## config.mk

```make
export PLATFORM = sky130hd
export DESIGN_NAME = fm_mmr
export DESIGN_NICKNAME = d
export VERILOG_FILES = /design/src/source/fm_map_pkg.sv /design/src/source/fm_ctrl_pkg.sv /design/src/source/fm_mmr.sv /design/src/source/fm_busy.sv /design/src/source/fm_update_decode.sv /design/src/source/fm_global_regs.sv /design/src/source/fm_prescaler.sv
export VERILOG_INCLUDE_DIRS = /design/src /design/src/source
export SDC_FILE = /design/constraint.sdc
export NUM_CORES = 1
export LEC_CHECK = 0
export BUFFER_PORTS_ARGS = -buffer_cell sky130_fd_sc_hd__buf_4
export CORE_MARGIN = 3
export CORE_UTILIZATION = 40
export DETAILED_ROUTE_END_ITERATION = 16
export GPL_TIMING_DRIVEN = 0
export HOLD_SLACK_MARGIN = 0.02
export PLACE_DENSITY = 0.69
export RECOVER_POWER = 25
export SLEW_MARGIN = 20
export SYNTH_ARGS = -nofsm -noshare
export SYNTH_HDL_FRONTEND = slang
export SYNTH_HIERARCHICAL = 1
export SYNTH_SLANG_ARGS = --single-unit
```

## constraint.sdc

```tcl
create_clock -name clk -period 4.55 [get_ports clk]
set_input_delay 1.1375 -clock clk [delete_from_list [all_inputs] [get_ports clk]]
set_output_delay 1.1375 -clock clk [all_outputs]
set_load 0.005 [all_outputs]
```

## src/source/fm_settings.svh

```systemverilog
/*
 * FM register interface settings
 * Widths, busy length and prescaler reset value
 */
`ifndef FM_SETTINGS_SVH
`define FM_SETTINGS_SVH

// Host and register widths
`define FM_DIN_W      8
`define FM_TA_W       10
`define FM_TB_W       8
`define FM_PCM_W      9
`define FM_FNUM_W     11
`define FM_BLOCK_W    3

// Busy lasts 2**FM_BUSY_CNT_W prescaled enables
`define FM_BUSY_CNT_W 5

// Divide by 6 out of reset
`define FM_DIV_RESET  2'b10

`endif
```

## src/source/fm_map_pkg.sv

```systemverilog
/*
 * FM register map package
 * Global register addresses and update command kinds
 */
`default_nettype none

package fm_map_pkg;

    // Global registers, part 0 unless noted
    typedef enum logic [7:0] {
        reg_test     = 8'h21,
        reg_lfo      = 8'h22,
        reg_clka_hi  = 8'h24, // Timer A bits 9:2
        reg_clka_lo  = 8'h25, // Timer A bits 1:0
        reg_clkb     = 8'h26,
        reg_timer    = 8'h27, // Load, irq, clear, mode
        reg_kon      = 8'h28,
        reg_dac      = 8'h2A,
        reg_dac_en   = 8'h2B,
        reg_dac_test = 8'h2C,
        reg_div_6    = 8'h2D, // Prescaler selects
        reg_div_3    = 8'h2E,
        reg_div_2    = 8'h2F,
        reg_ch3_op3  = 8'hA8,
        reg_ch3_op1  = 8'hA9,
        reg_ch3_op2  = 8'hAA
    } fm_reg_e;

    // What the operator register file should update
    typedef enum logic [3:0] {
        upd_none,
        upd_fnum_lo, // Channel registers
        upd_alg,
        upd_pms,
        upd_dt1,     // Operator registers
        upd_tl,
        upd_ks_ar,
        upd_amen_dr,
        upd_sr,
        upd_sl_rr,
        upd_ssgeg,
        upd_keyon
    } fm_upd_e;

endpackage

`default_nettype wire

```

## src/source/fm_ctrl_pkg.sv

```systemverilog
/*
 * FM control output package
 * Grouped timer, LFO, test, DAC, channel-3 and update fields
 */
`default_nettype none

`include "fm_settings.svh"

package fm_ctrl_pkg;

    typedef struct packed {
        logic [`FM_TA_W-1:0] value_a;
        logic [`FM_TB_W-1:0] value_b;
        logic                load_a;
        logic                load_b;
        logic                irq_en_a;
        logic                irq_en_b;
        logic                clr_a;    // One-shot
        logic                clr_b;    // One-shot
        logic                fast;
    } fm_timer_t;

    typedef struct packed {
        logic       en;
        logic [2:0] freq;
    } fm_lfo_t;

    typedef struct packed {
        logic eg_stop;
        logic pg_stop;
    } fm_test_t;

    typedef struct packed {
        logic [`FM_PCM_W-1:0] sample;
        logic                 en;
        logic                 wr; // Pulse per DAC write
    } fm_pcm_t;

    // Independent frequencies in channel-3 effect mode
    typedef struct packed {
        logic                   effect;
        logic                   csm;
        logic [`FM_BLOCK_W-1:0] block_op1;
        logic [`FM_FNUM_W-1:0]  fnum_op1;
        logic [`FM_BLOCK_W-1:0] block_op2;
        logic [`FM_FNUM_W-1:0]  fnum_op2;
        logic [`FM_BLOCK_W-1:0] block_op3;
        logic [`FM_FNUM_W-1:0]  fnum_op3;
    } fm_ch3_t;

    typedef struct packed {
        fm_map_pkg::fm_upd_e   kind;
        logic [2:0]            ch;   // Part bit, then register bits 1:0
        logic [1:0]            op;   // Register bits 3:2
        logic [`FM_DIN_W-1:0]  data;
    } fm_update_t;

endpackage

`default_nettype wire

```

## src/source/fm_mmr.sv

```systemverilog
/*
 * FM host register interface top level
 * Prescaler, global registers, update decoder and busy flag
 */
`default_nettype none

`include "fm_settings.svh"

module fm_mmr (
    input  logic                    clk,
    input  logic                    rst,
    input  logic                    cen,
    input  logic [`FM_DIN_W-1:0]    din,
    input  logic                    write,
    input  logic [1:0]              addr,
    output logic                    busy,
    output logic                    clk_en,
    output fm_ctrl_pkg::fm_timer_t  timer,
    output fm_ctrl_pkg::fm_lfo_t    lfo,
    output fm_ctrl_pkg::fm_test_t   test,
    output fm_ctrl_pkg::fm_pcm_t    pcm,
    output fm_ctrl_pkg::fm_ch3_t    ch3,
    output fm_ctrl_pkg::fm_update_t update
);

    logic [1:0]          div_setting;
    fm_map_pkg::fm_reg_e sel_reg;
    logic                part;
    logic                data_wr;

    fm_prescaler u_prescaler (
        .clk         (clk),
        .rst         (rst),
        .cen         (cen),
        .div_setting (div_setting),
        .clk_en      (clk_en)
    );

    fm_global_regs u_global_regs (
        .clk         (clk),
        .rst         (rst),
        .clk_en      (clk_en),
        .din         (din),
        .write       (write),
        .addr        (addr),
        .div_setting (div_setting),
        .sel_reg     (sel_reg),
        .part        (part),
        .data_wr     (data_wr),
        .timer       (timer),
        .lfo         (lfo),
        .test        (test),
        .pcm         (pcm),
        .ch3         (ch3)
    );

    // Command for the external operator register file
    fm_update_decode u_update_decode (
        .clk     (clk),
        .rst     (rst),
        .data_wr (data_wr),
        .part    (part),
        .din     (din),
        .sel_reg (sel_reg),
        .update  (update)
    );

    fm_busy u_busy (
        .clk     (clk),
        .rst     (rst),
        .clk_en  (clk_en),
        .data_wr (data_wr),
        .busy    (busy)
    );

endmodule

`default_nettype wire

```

## src/source/fm_busy.sv

```systemverilog
/*
 * FM busy flag
 * Held for a fixed number of prescaled enables after each data write
 */
`default_nettype none

`include "fm_settings.svh"

module fm_busy (
    input  logic clk,
    input  logic rst,
    input  logic clk_en,
    input  logic data_wr,
    output logic busy
);

    logic                      data_wr_q;
    logic [`FM_BUSY_CNT_W-1:0] cnt;

    always_ff @(posedge clk or posedge rst) begin
        if (rst) begin
            data_wr_q <= 1'b0;
            busy      <= 1'b0;
            cnt       <= '0;
        end else begin
            data_wr_q <= data_wr;
            if (data_wr && !data_wr_q) begin // Restart on each new write
                busy <= 1'b1;
                cnt  <= '0;
            end else if (clk_en) begin
                if (&cnt) busy <= 1'b0;
                cnt <= cnt + 1'b1;
            end
        end
    end

    a_busy_fall: assert property (@(posedge clk) disable iff (rst) $fell(busy) |-> $past(clk_en));

endmodule

`default_nettype wire

```

## src/source/fm_update_decode.sv

```systemverilog
/*
 * FM update decoder
 * Registers a channel or operator update command on each data write
 */
`default_nettype none

`include "fm_settings.svh"

module fm_update_decode (
    input  logic                    clk,
    input  logic                    rst,
    input  logic                    data_wr,
    input  logic                    part,
    input  logic [`FM_DIN_W-1:0]    din,
    input  fm_map_pkg::fm_reg_e     sel_reg,
    output fm_ctrl_pkg::fm_update_t update
);

    fm_map_pkg::fm_upd_e  kind, kind_q;
    logic [2:0]           ch_q;
    logic [1:0]           op_q;
    logic [`FM_DIN_W-1:0] data_q;

    always_comb begin
        kind = fm_map_pkg::upd_none;
        if (sel_reg == fm_map_pkg::reg_kon && !part) begin
            kind = fm_map_pkg::upd_keyon;
        end else if (sel_reg[1:0] != 2'b11) begin // Slot 3 of a group is unused
            casez (sel_reg)
                8'hA0, 8'hA1, 8'hA2: kind = fm_map_pkg::upd_fnum_lo;
                8'hB0, 8'hB1, 8'hB2: kind = fm_map_pkg::upd_alg;
                8'hB4, 8'hB5, 8'hB6: kind = fm_map_pkg::upd_pms;
                8'h3?: kind = fm_map_pkg::upd_dt1;
                8'h4?: kind = fm_map_pkg::upd_tl;
                8'h5?: kind = fm_map_pkg::upd_ks_ar;
                8'h6?: kind = fm_map_pkg::upd_amen_dr;
                8'h7?: kind = fm_map_pkg::upd_sr;
                8'h8?: kind = fm_map_pkg::upd_sl_rr;
                8'h9?: kind = fm_map_pkg::upd_ssgeg;
                default: kind = fm_map_pkg::upd_none;
            endcase
        end
    end

    always_ff @(posedge clk or posedge rst) begin
        if (rst) kind_q <= fm_map_pkg::upd_none;
        else if (data_wr) kind_q <= kind;
    end

    always_ff @(posedge clk) begin
        if (data_wr) begin
            ch_q   <= {part, sel_reg[1:0]};
            op_q   <= sel_reg[3:2]; // Slot order S1, S3, S2, S4
            data_q <= din;
        end
    end

    assign update = '{kind: kind_q, ch: ch_q, op: op_q, data: data_q};

    a_no_ch3_slot: assert property (@(posedge clk) disable iff (rst)
        update.kind != fm_map_pkg::upd_none && update.kind != fm_map_pkg::upd_keyon
        |-> update.ch[1:0] != 2'b11);

endmodule

`default_nettype wire

```

## src/source/fm_global_regs.sv

```systemverilog
/*
 * FM global registers
 * Address latch, prescaler select, timer, LFO, DAC and channel-3 registers
 */
`default_nettype none

`include "fm_settings.svh"

module fm_global_regs (
    input  logic                   clk,
    input  logic                   rst,
    input  logic                   clk_en,
    input  logic [`FM_DIN_W-1:0]   din,
    input  logic                   write,
    input  logic [1:0]             addr,
    output logic [1:0]             div_setting,
    output fm_map_pkg::fm_reg_e    sel_reg,
    output logic                   part,
    output logic                   data_wr,
    output fm_ctrl_pkg::fm_timer_t timer,
    output fm_ctrl_pkg::fm_lfo_t   lfo,
    output fm_ctrl_pkg::fm_test_t  test,
    output fm_ctrl_pkg::fm_pcm_t   pcm,
    output fm_ctrl_pkg::fm_ch3_t   ch3
);

    localparam int lat_w = `FM_BLOCK_W + `FM_FNUM_W - `FM_DIN_W;

    logic                  addr_wr;
    logic                  eg_stop, pg_stop, fast_timers;
    logic                  lfo_en;
    logic [2:0]            lfo_freq;
    logic                  ta_load, tb_load, ta_irq_en, tb_irq_en, ta_clr, tb_clr;
    logic                  effect, csm;
    logic                  pcm_en, pcm_wr;
    logic [`FM_TA_W-1:0]   ta_val;
    logic [`FM_TB_W-1:0]   tb_val;
    logic [`FM_PCM_W-1:0]  pcm_sample;
    logic [lat_w-1:0]      fnum_latch; // Shared by all channels
    logic [`FM_BLOCK_W-1:0] blk_op1, blk_op2, blk_op3;
    logic [`FM_FNUM_W-1:0] fnum_op1, fnum_op2, fnum_op3;

    assign addr_wr = write && !addr[0];
    assign data_wr = write && addr[0];

    always_ff @(posedge clk or posedge rst) begin
        if (rst) begin
            sel_reg     <= fm_map_pkg::fm_reg_e'(8'h00);
            part        <= 1'b0;
            div_setting <= `FM_DIV_RESET;
            {eg_stop, pg_stop, fast_timers} <= 3'b000;
            {lfo_en, lfo_freq} <= 4'h0;
            {tb_clr, ta_clr, tb_irq_en, ta_irq_en, tb_load, ta_load} <= 6'h00;
            {effect, csm} <= 2'b00;
            {pcm_en, pcm_wr} <= 2'b00;
        end else if (addr_wr) begin
            sel_reg <= fm_map_pkg::fm_reg_e'(din);
            part    <= addr[1];
            // Selecting the register alone changes the divider
            case (din)
                fm_map_pkg::reg_div_6: div_setting[1] <= 1'b1;
                fm_map_pkg::reg_div_3: div_setting[0] <= 1'b1;
                fm_map_pkg::reg_div_2: div_setting    <= 2'b00;
                default: ;
            endcase
        end else if (data_wr) begin
            if (!part) begin
                case (sel_reg)
                    fm_map_pkg::reg_test: begin
                        eg_stop     <= din[5];
                        pg_stop     <= din[3];
                        fast_timers <= din[2];
                    end
                    fm_map_pkg::reg_lfo:    {lfo_en, lfo_freq} <= din[3:0];
                    fm_map_pkg::reg_timer: begin
                        effect <= |din[7:6];
                        csm    <= din[7:6] == 2'b10; // CSM implies effect mode
                        {tb_clr, ta_clr, tb_irq_en, ta_irq_en, tb_load, ta_load} <= din[5:0];
                    end
                    fm_map_pkg::reg_dac_en: pcm_en <= din[7];
                    default: ;
                endcase
            end
            pcm_wr <= !part && sel_reg == fm_map_pkg::reg_dac;
        end else if (clk_en) begin
            // One-shot bits
            ta_clr <= 1'b0;
            tb_clr <= 1'b0;
            pcm_wr <= 1'b0;
        end
    end

    always_ff @(posedge clk) begin
        if (data_wr) begin
            if (!part) begin
                case (sel_reg)
                    fm_map_pkg::reg_clka_hi:  ta_val[`FM_TA_W-1:2] <= din;
                    fm_map_pkg::reg_clka_lo:  ta_val[1:0]          <= din[1:0];
                    fm_map_pkg::reg_clkb:     tb_val               <= din;
                    // Offset binary to signed, LSB forced high
                    fm_map_pkg::reg_dac:      pcm_sample <= {~din[`FM_DIN_W-1], din[`FM_DIN_W-2:0], 1'b1};
                    fm_map_pkg::reg_dac_test: pcm_sample[0] <= din[3];
                    fm_map_pkg::reg_ch3_op1:  {blk_op1, fnum_op1} <= {fnum_latch, din};
                    fm_map_pkg::reg_ch3_op2:  {blk_op2, fnum_op2} <= {fnum_latch, din};
                    fm_map_pkg::reg_ch3_op3:  {blk_op3, fnum_op3} <= {fnum_latch, din};
                    default: ;
                endcase
            end
            case (sel_reg)
                8'hA4, 8'hA5, 8'hA6, 8'hAC, 8'hAD, 8'hAE: fnum_latch <= din[lat_w-1:0];
                default: ;
            endcase
        end
    end

    assign timer = '{value_a: ta_val, value_b: tb_val, load_a: ta_load, load_b: tb_load,
                     irq_en_a: ta_irq_en, irq_en_b: tb_irq_en, clr_a: ta_clr,
                     clr_b: tb_clr, fast: fast_timers};
    assign lfo   = '{en: lfo_en, freq: lfo_freq};
    assign test  = '{eg_stop: eg_stop, pg_stop: pg_stop};
    assign pcm   = '{sample: pcm_sample, en: pcm_en, wr: pcm_wr};
    assign ch3   = '{effect: effect, csm: csm,
                     block_op1: blk_op1, fnum_op1: fnum_op1,
                     block_op2: blk_op2, fnum_op2: fnum_op2,
                     block_op3: blk_op3, fnum_op3: fnum_op3};

    // DAC strobe must drop on the first idle enable
    a_pcm_wr_short: assert property (@(posedge clk) disable iff (rst)
        pcm_wr && clk_en && !write |=> !pcm_wr);

endmodule

`default_nettype wire

```

## src/source/fm_prescaler.sv

```systemverilog
/*
 * FM prescaler
 * Derives the FM clock enable from cen, divided by 6, 3 or 2
 */
`default_nettype none

`include "fm_settings.svh"

module fm_prescaler (
    input  logic       clk,
    input  logic       rst,
    input  logic       cen,
    input  logic [1:0] div_setting,
    output logic       clk_en
);

    logic [2:0] cnt;
    logic [2:0] last; // Terminal count

    always_comb begin
        case (div_setting)
            2'b10:   last = 3'd5; // 1/6
            2'b11:   last = 3'd2; // 1/3
            default: last = 3'd1; // 1/2
        endcase
    end

    // >= so a smaller divider mid-count still wraps at once
    assign clk_en = cen && (cnt >= last);

    always_ff @(posedge clk or posedge rst) begin
        if (rst) begin
            cnt <= '0;
        end else if (cen) begin
            cnt <= clk_en ? 3'd0 : cnt + 3'd1;
        end
    end

    // Divider never drops below 2
    a_en_spacing: assert property (@(posedge clk) disable iff (rst) clk_en |=> !clk_en);

endmodule

`default_nettype wire

```

==> metrics, run 1 <==
clock root cell clkbuf_16; Unique masters post-synth 48; leak pwr approximately 2.7 nW; Worst Hold Launch u_busy/busy$_DFFE_PP0P_; CP Class reg2out; vias per cell 4.85; die extent in y 117 um; H-tree depth 4; starting density of the core 0.420; share of the synthesized area in the top cell type 0.535; Seq/Total Area, Yosys 0.747; clk buf depth 2; # IOs 119; post-layout util 0.562; post-route minimum period 3160 ps; Clk pin slew, worst setup/hold paths approximately 60 ps; synthesis-to-finish area growth 33.8%; status finished clean; Mean Syn Cell Area 16.2 um^2; post-route ant nets 0; Final #Nets roughly 460; most common cell after layout, fill and taps aside buf_4; hold_buf cts 0; Critical Path RT 3410 ps; Row Count 39; Post-Syn Nets around 330; # DRC 0; Critical Path Start Type register; global-route wire length before repair 16.3 mm; port bufs 118; per-cell routed wire length 17.5 um; max_cap viols 0; layout cells sized above 1 0.423; Pwr per Cell Area around 450 nW/um^2; CTS Buf Count 17; FFs w/ async S/R, synth 0.323; period utilization 0.696; CTS sink cnt 130; Critical Path Sink Type primary output; Main synth FF type edfxtp_1; first-pass detailed-route iteration total 4; max frequency around 0.32 GHz; flops & latches, synth 130; largest net degree at the start of global routing 29; EDFF count, synth 88; postcts setup bufs 0; Yosys top cell by area edfxtp_1; First DRT Iteration DRCs 275; Slew HR 0.446; total track usage 0.162; Ys Warns 6; Post-DP HPWL 7.27 mm; Clk Latency, worst-skew pair 410 ps; hold slack about 480 ps; Syn Std Cell Area 4940 um^2; RSZ-0062 raised after global routing no; Post-Route WL 10.8 mm; CTS resizes 0; sum of negative setup slack 0 ps; most frequent cells in the layout 124 x buf_4, 88 x edfxtp_1, 41 x dfrtp_1; worst IR drop on VDD ~0.21 mV; Fin. Hold Viols 0; number of global-route vias before repair 2983; GP Congestion a little over 0.8; total number of vias 3009; worst slew pin tran slightly above 800 ps; Die W 117 um; grt ovf 0; Area contributors post-synth edfxtp_1 53%, dfrtp_1 21%, mux2_2 4.3%, buf_4 2.3%, ha_1 1.5%; Cells after Synth 305; Data arrival, critical path ~2000 ps; Critical path origin u_global_regs/div_setting[1]$_DFFE_PP1P_; Clock Skews 6.35 ps; # diodes 0; crit path max fanout 4; initial antenna violation count 0; HP Class reg2reg; Reg-to-Reg Start u_global_regs/sel_reg[5]$_DFFE_PP0P_; Slew Viols, Final 0; endpoints failing setup 0; Die Area 13700 um^2; core footprint 11800 um^2; CTS tree done
[power breakdown]
group	switching (mW)	total [mW]	internal (mW)	leakage, nW
Sequential	0.0556	1.38	1.32	1.33
Combinational	0.156	0.297	0.141	1.11
Clock	0.511	1.32	0.811	0.281
Total	0.723	3.00	2.28	2.73
[logic make-up after synthesis]
kind of cell | share of synthesized area
XOR/XNOR | 0.0106
multiplexers | 0.0575
buffers and inverters | 0.0410
adder cells (fa/ha/maj) | 0.0152
AO/OA/AOI/OAI | 0.0314
AND/OR/NAND/NOR | 0.0969
flip-flops | 0.747
[Yosys cell counts (all sizes together), types with 3 or more instances]
cell type,n
nor2,12
nand4,4
inv,17
edfxtp,88
nand2,18
xor2,3
ha,6
clkbuf,4
buf,16
nand3b,3
nor3,3
o21ai,6
xnor2,3
nand3,6
a21oi,3
mux2,19
nor4,9
mux2i,7
dfrtp,41
nand2b,11
[layer usage]
metal  share of wire  track usage  wire (um)  vias up
li1                -            -          -     1391
met1            0.43        0.212       4710     1473
met2            0.48        0.252       5220      133
met3           0.071       0.0535        771       12
met4           0.013       0.0619        138        0
met5               0            0          0        -
[path summary, 6_finish.rpt]
path / endpoint / slack, ps / cells after the start
worst min-delay path: u_busy/busy$_DFFE_PP0P_ / 480 / 1
worst max register to register: u_global_regs/blk_op1[2]$_DFFE_PP_ / 2030 / 3
min in group asynchronous: u_prescaler/cnt[1]$_DFFE_PP0P_ / 650 / 2
max in group asynchronous: u_global_regs/fast_timers$_DFFE_PP0P_ / 3320 / 2
worst max-delay path: clk_en / 1390 / 6
worst min register to register: u_busy/busy$_DFFE_PP0P_ / 480 / 1
[area by class of cell]
cell class / count / area, um^2
Multi-Input combinational cell: 138 / 1070
Sequential cell: 130 / 3690
Clock inverter: 15 / 156
Tap cell: 164 / 205
Clock buffer: 17 / 425
Timing Repair Buffer: 119 / 863
Inverter: 17 / 63.8
Buffer: 20 / 139
Fill cell: 921 / 5150
[metrics by stage]
stage	std cells	worst slack, ps	area (um^2)	power (mW)
floorplan	305	1330	4940	1.58
global placement	587	554	6030	1.69
detailed placement	588	1480	6060	1.70
CTS	620	1340	6640	3.03
global route	620	1230	6610	3.13
finish	620	1390	6610	3.00
[critical path, cell delays in order, from the launching register on]
cell	delay, ps
dfstp_2	540
nand2_1	70
ha_1	280
nand2b_1	110
a31oi_2	130
nor2b_1	310
buf_4	180
(Power assumes the default switching activity.)
==> run 2: changes to the inputs <==
--- a/config.mk
+++ b/config.mk
@@ -12,7 +12,7 @@
 export DETAILED_ROUTE_END_ITERATION = 16
 export GPL_TIMING_DRIVEN = 0
 export HOLD_SLACK_MARGIN = 0.02
-export PLACE_DENSITY = 0.69
+export PLACE_DENSITY = 0.71
 export RECOVER_POWER = 25
 export SLEW_MARGIN = 20
 export SYNTH_ARGS = -nofsm -noshare
==> constraint.sdc (replaced) <==
create_clock -name clk -period 2.7 [get_ports clk]
set_input_delay 0.675 -clock clk [delete_from_list [all_inputs] [get_ports clk]]
set_output_delay 0.675 -clock clk [all_outputs]
set_load 0.005 [all_outputs]
==> run 2 against run 1 <==
- worst setup slack got worse by 1300 ps
- cell area increased by 0.19%
- first-iteration DRC count decreased by 11%
- register-to-register slack got worse by 1900 ps
- core utilization increased by 0.11 points
- critical path depth decreased by 3
- final cell count unchanged
- total power increased by 67%
- non-clock buffer count unchanged
- sequential power increased by 69%
- clock skew increased by 6.8 ps
- hold slack got worse by 290 ps
==> metrics, run 2 (synthesized netlist as in run 1, its figures left out) <==
CTS tree done; Post-DP HPWL 7.20 mm (-0.94%); CP cell instances nor4bb_1 > or3b_2 > nor2_2; CP Class reg2reg; # DRC 0 (unchanged); global-route wire length before repair 15.6 mm (-4.3%); final non-filler cell area 6630 um^2 (+0.19%); core footprint 11800 um^2 (unchanged); internal power 3.72 mW (+63%); # IOs 119 (unchanged); Critical Path Sink Type register; post-route ant nets 0 (unchanged); Final #Nets 463 (unchanged); multi-input logic area 1100 um^2 (+2.8%); clock root cell clkbuf_16; part of the power in combinational logic 0.109 (+0.010); endpoints failing setup 0 (unchanged); crit path max fanout 14 (+10); Critical Path Start Type register; Slew HR 0.431 (-0.0144); status finished clean; Clock power frac 0.427 (-0.014); total number of vias 2930 (-2.6%); Fin. Hold Viols 0 (unchanged); Post-Route WL 10.5 mm (-3.0%); GRT Max-Usage Layer met2; M1 GR Usage 0.201 (-0.0101); Row Count 39 (unchanged); first-pass detailed-route iteration total 4 (unchanged); Die W 117 um (unchanged); clk buf depth 2 (unchanged); per-cell routed wire length 17.0 um (-3.0%); reg2reg path depth 3 (unchanged); # diodes 0 (unchanged); initial antenna violation count 0 (unchanged); Area after DPL 6060 um^2 (unchanged); GP Congestion 0.837 (+1.2%); Data arrival, critical path 2640 ps (+610 ps); slowest cell on the critical path nor2_2; synthesis-to-finish area growth 34.0%; leak pwr 2.72 nW (-0.15%); Reg-to-Reg Start u_global_regs/sel_reg[5]$_DFFE_PP0P_; largest net degree at the start of global routing 29 (unchanged); most common cell after layout, fill and taps aside buf_4; worst slew pin tran 852 ps (+21.6 ps); worst IR drop on VDD 0.361 mV (+70%); hold_buf cts 0 (unchanged); Clk Latency, worst-skew pair 410 ps (about the same); First DRT Iteration DRCs 246 (-11%); port bufs 118 (unchanged); post-route minimum period about 2600 ps; number of global-route vias before repair 2830 (-5.1%); HP Class in2async; layout cells sized above 1 0.432 (+0.00877); post-layout util 0.563 (+0.00106); grt ovf 0 (unchanged); fill count 906 (-1.6%); Clock Skews 13.2 ps (+6.84 ps); Slew Viols, Final 0 (unchanged); starting density of the core 0.420 (unchanged); Net Sw Frac 0.258 (+0.0167); Clk pin slew, worst setup/hold paths 60 ps (about the same); Psw 1.29 mW (+79%); vias per cell 4.73 (-2.6%); H-tree depth 4 (unchanged); Pwr per Cell Area 756 nW/um^2 (+67%); setup slack, reg-to-reg 80 ps (-1950 ps); max incr delay on CP 680 ps (+140 ps); met2 Use GR 0.244 (-0.00754); total track usage 0.156 (-0.00618); max frequency approximately 0.38 GHz; GR Util met3 0.0555 (+0.00206); most frequent cells in the layout 125 x buf_4, 88 x edfxtp_1, 41 x dfrtp_1; Die Area 13700 um^2 (unchanged); die extent in y 117 um (unchanged); CTS sink cnt 130 (unchanged); Reg power frac 0.464 (+0.004); Critical Path RT 2730 ps (-680 ps); FF+latch area 3690 um^2 (unchanged); CTS Buf Count 17 (unchanged); period utilization 0.969; max_cap viols 0 (unchanged); FF-to-FF End u_global_regs/fnum_op2[4]$_DFFE_PP_
-- run 2: cell count changes in the layout (fill, tap and decap cells not counted), sizes merged --
cell,change
inv,+4
bufinv,-2
clkinv,-2
-- run 2: timing repair --
item                       in CTS  in global routing
setup buffers                   0                  1
setup endpoints to repair       1                  1
hold endpoints to repair        0                  0
gates cloned                    0                  0
resized for setup               1                  2
-- run 2: layer usage --
| layer | vias up | share of wire |
|---|---|---|
| met4 | 0 | 0.0074 |
| li1 | 1391 | - |
| met5 | - | 0 |
| met2 | 127 | 0.48 |
| met1 | 1406 | 0.43 |
| met3 | 6 | 0.081 |
-- run 2: worst max-delay path by stage --
stage	slack, ps	startpoint	cells after the start	end
floorplan	330	addr[0]	3	u_global_regs/blk_op1[0]$_DFFE_PP_
global placement	-230	write	4	u_global_regs/fnum_op2[0]$_DFFE_PP_
detailed placement	50	write	4	u_global_regs/fnum_op2[8]$_DFFE_PP_
CTS	30	u_global_regs/div_setting[1]$_DFFE_PP1P_	6	clk_en
global route	-0.2	u_global_regs/div_setting[1]$_DFFE_PP1P_	6	clk_en
finish	80	u_global_regs/sel_reg[5]$_DFFE_PP0P_	3	u_global_regs/fnum_op2[4]$_DFFE_PP_
-- run 2: cell type report --
class / count / share of cell area
buffer: 20 / 0.0210
clock buffer: 17 / 0.0642
clock inverter: 15 / 0.0215
inverter: 17 / 0.00963
multi-input combinational: 138 / 0.165
sequential: 130 / 0.558
tap: 164 / 0.0310
timing repair buffer: 119 / 0.130
-- run 2: worst max-delay path: cells and delay by family, from the launching register on --
family        cells  cell delay, ps
flops             1             510
simple gates      3            1700
-- run 2: power groups by stage --
stage          Sequential (mW)  Clock [mW]  Combinational (mW)
6_report                  2.33        2.14               0.544
5_1_grt                   2.34        2.29               0.606
4_1_cts                   2.32        2.18               0.510
3_5_place_dp              2.36           0               0.505
3_3_place_gp              2.36           0               0.484
2_1_floorplan             2.34           0               0.329
-- run 2: per-stage QoR --
stage	power, mW	TNS [ps]	std cells	setup slack, ps	hold slack (ps)
detailed placement	2.87	0	587	54.9	454
finish	5.01	0	620	83.4	184
global placement	2.84	-9350	587	-230	446
global route	5.24	-0.175	620	-0.175	194
CTS	5.02	0	619	28.0	149
floorplan	2.67	0	305	331	429
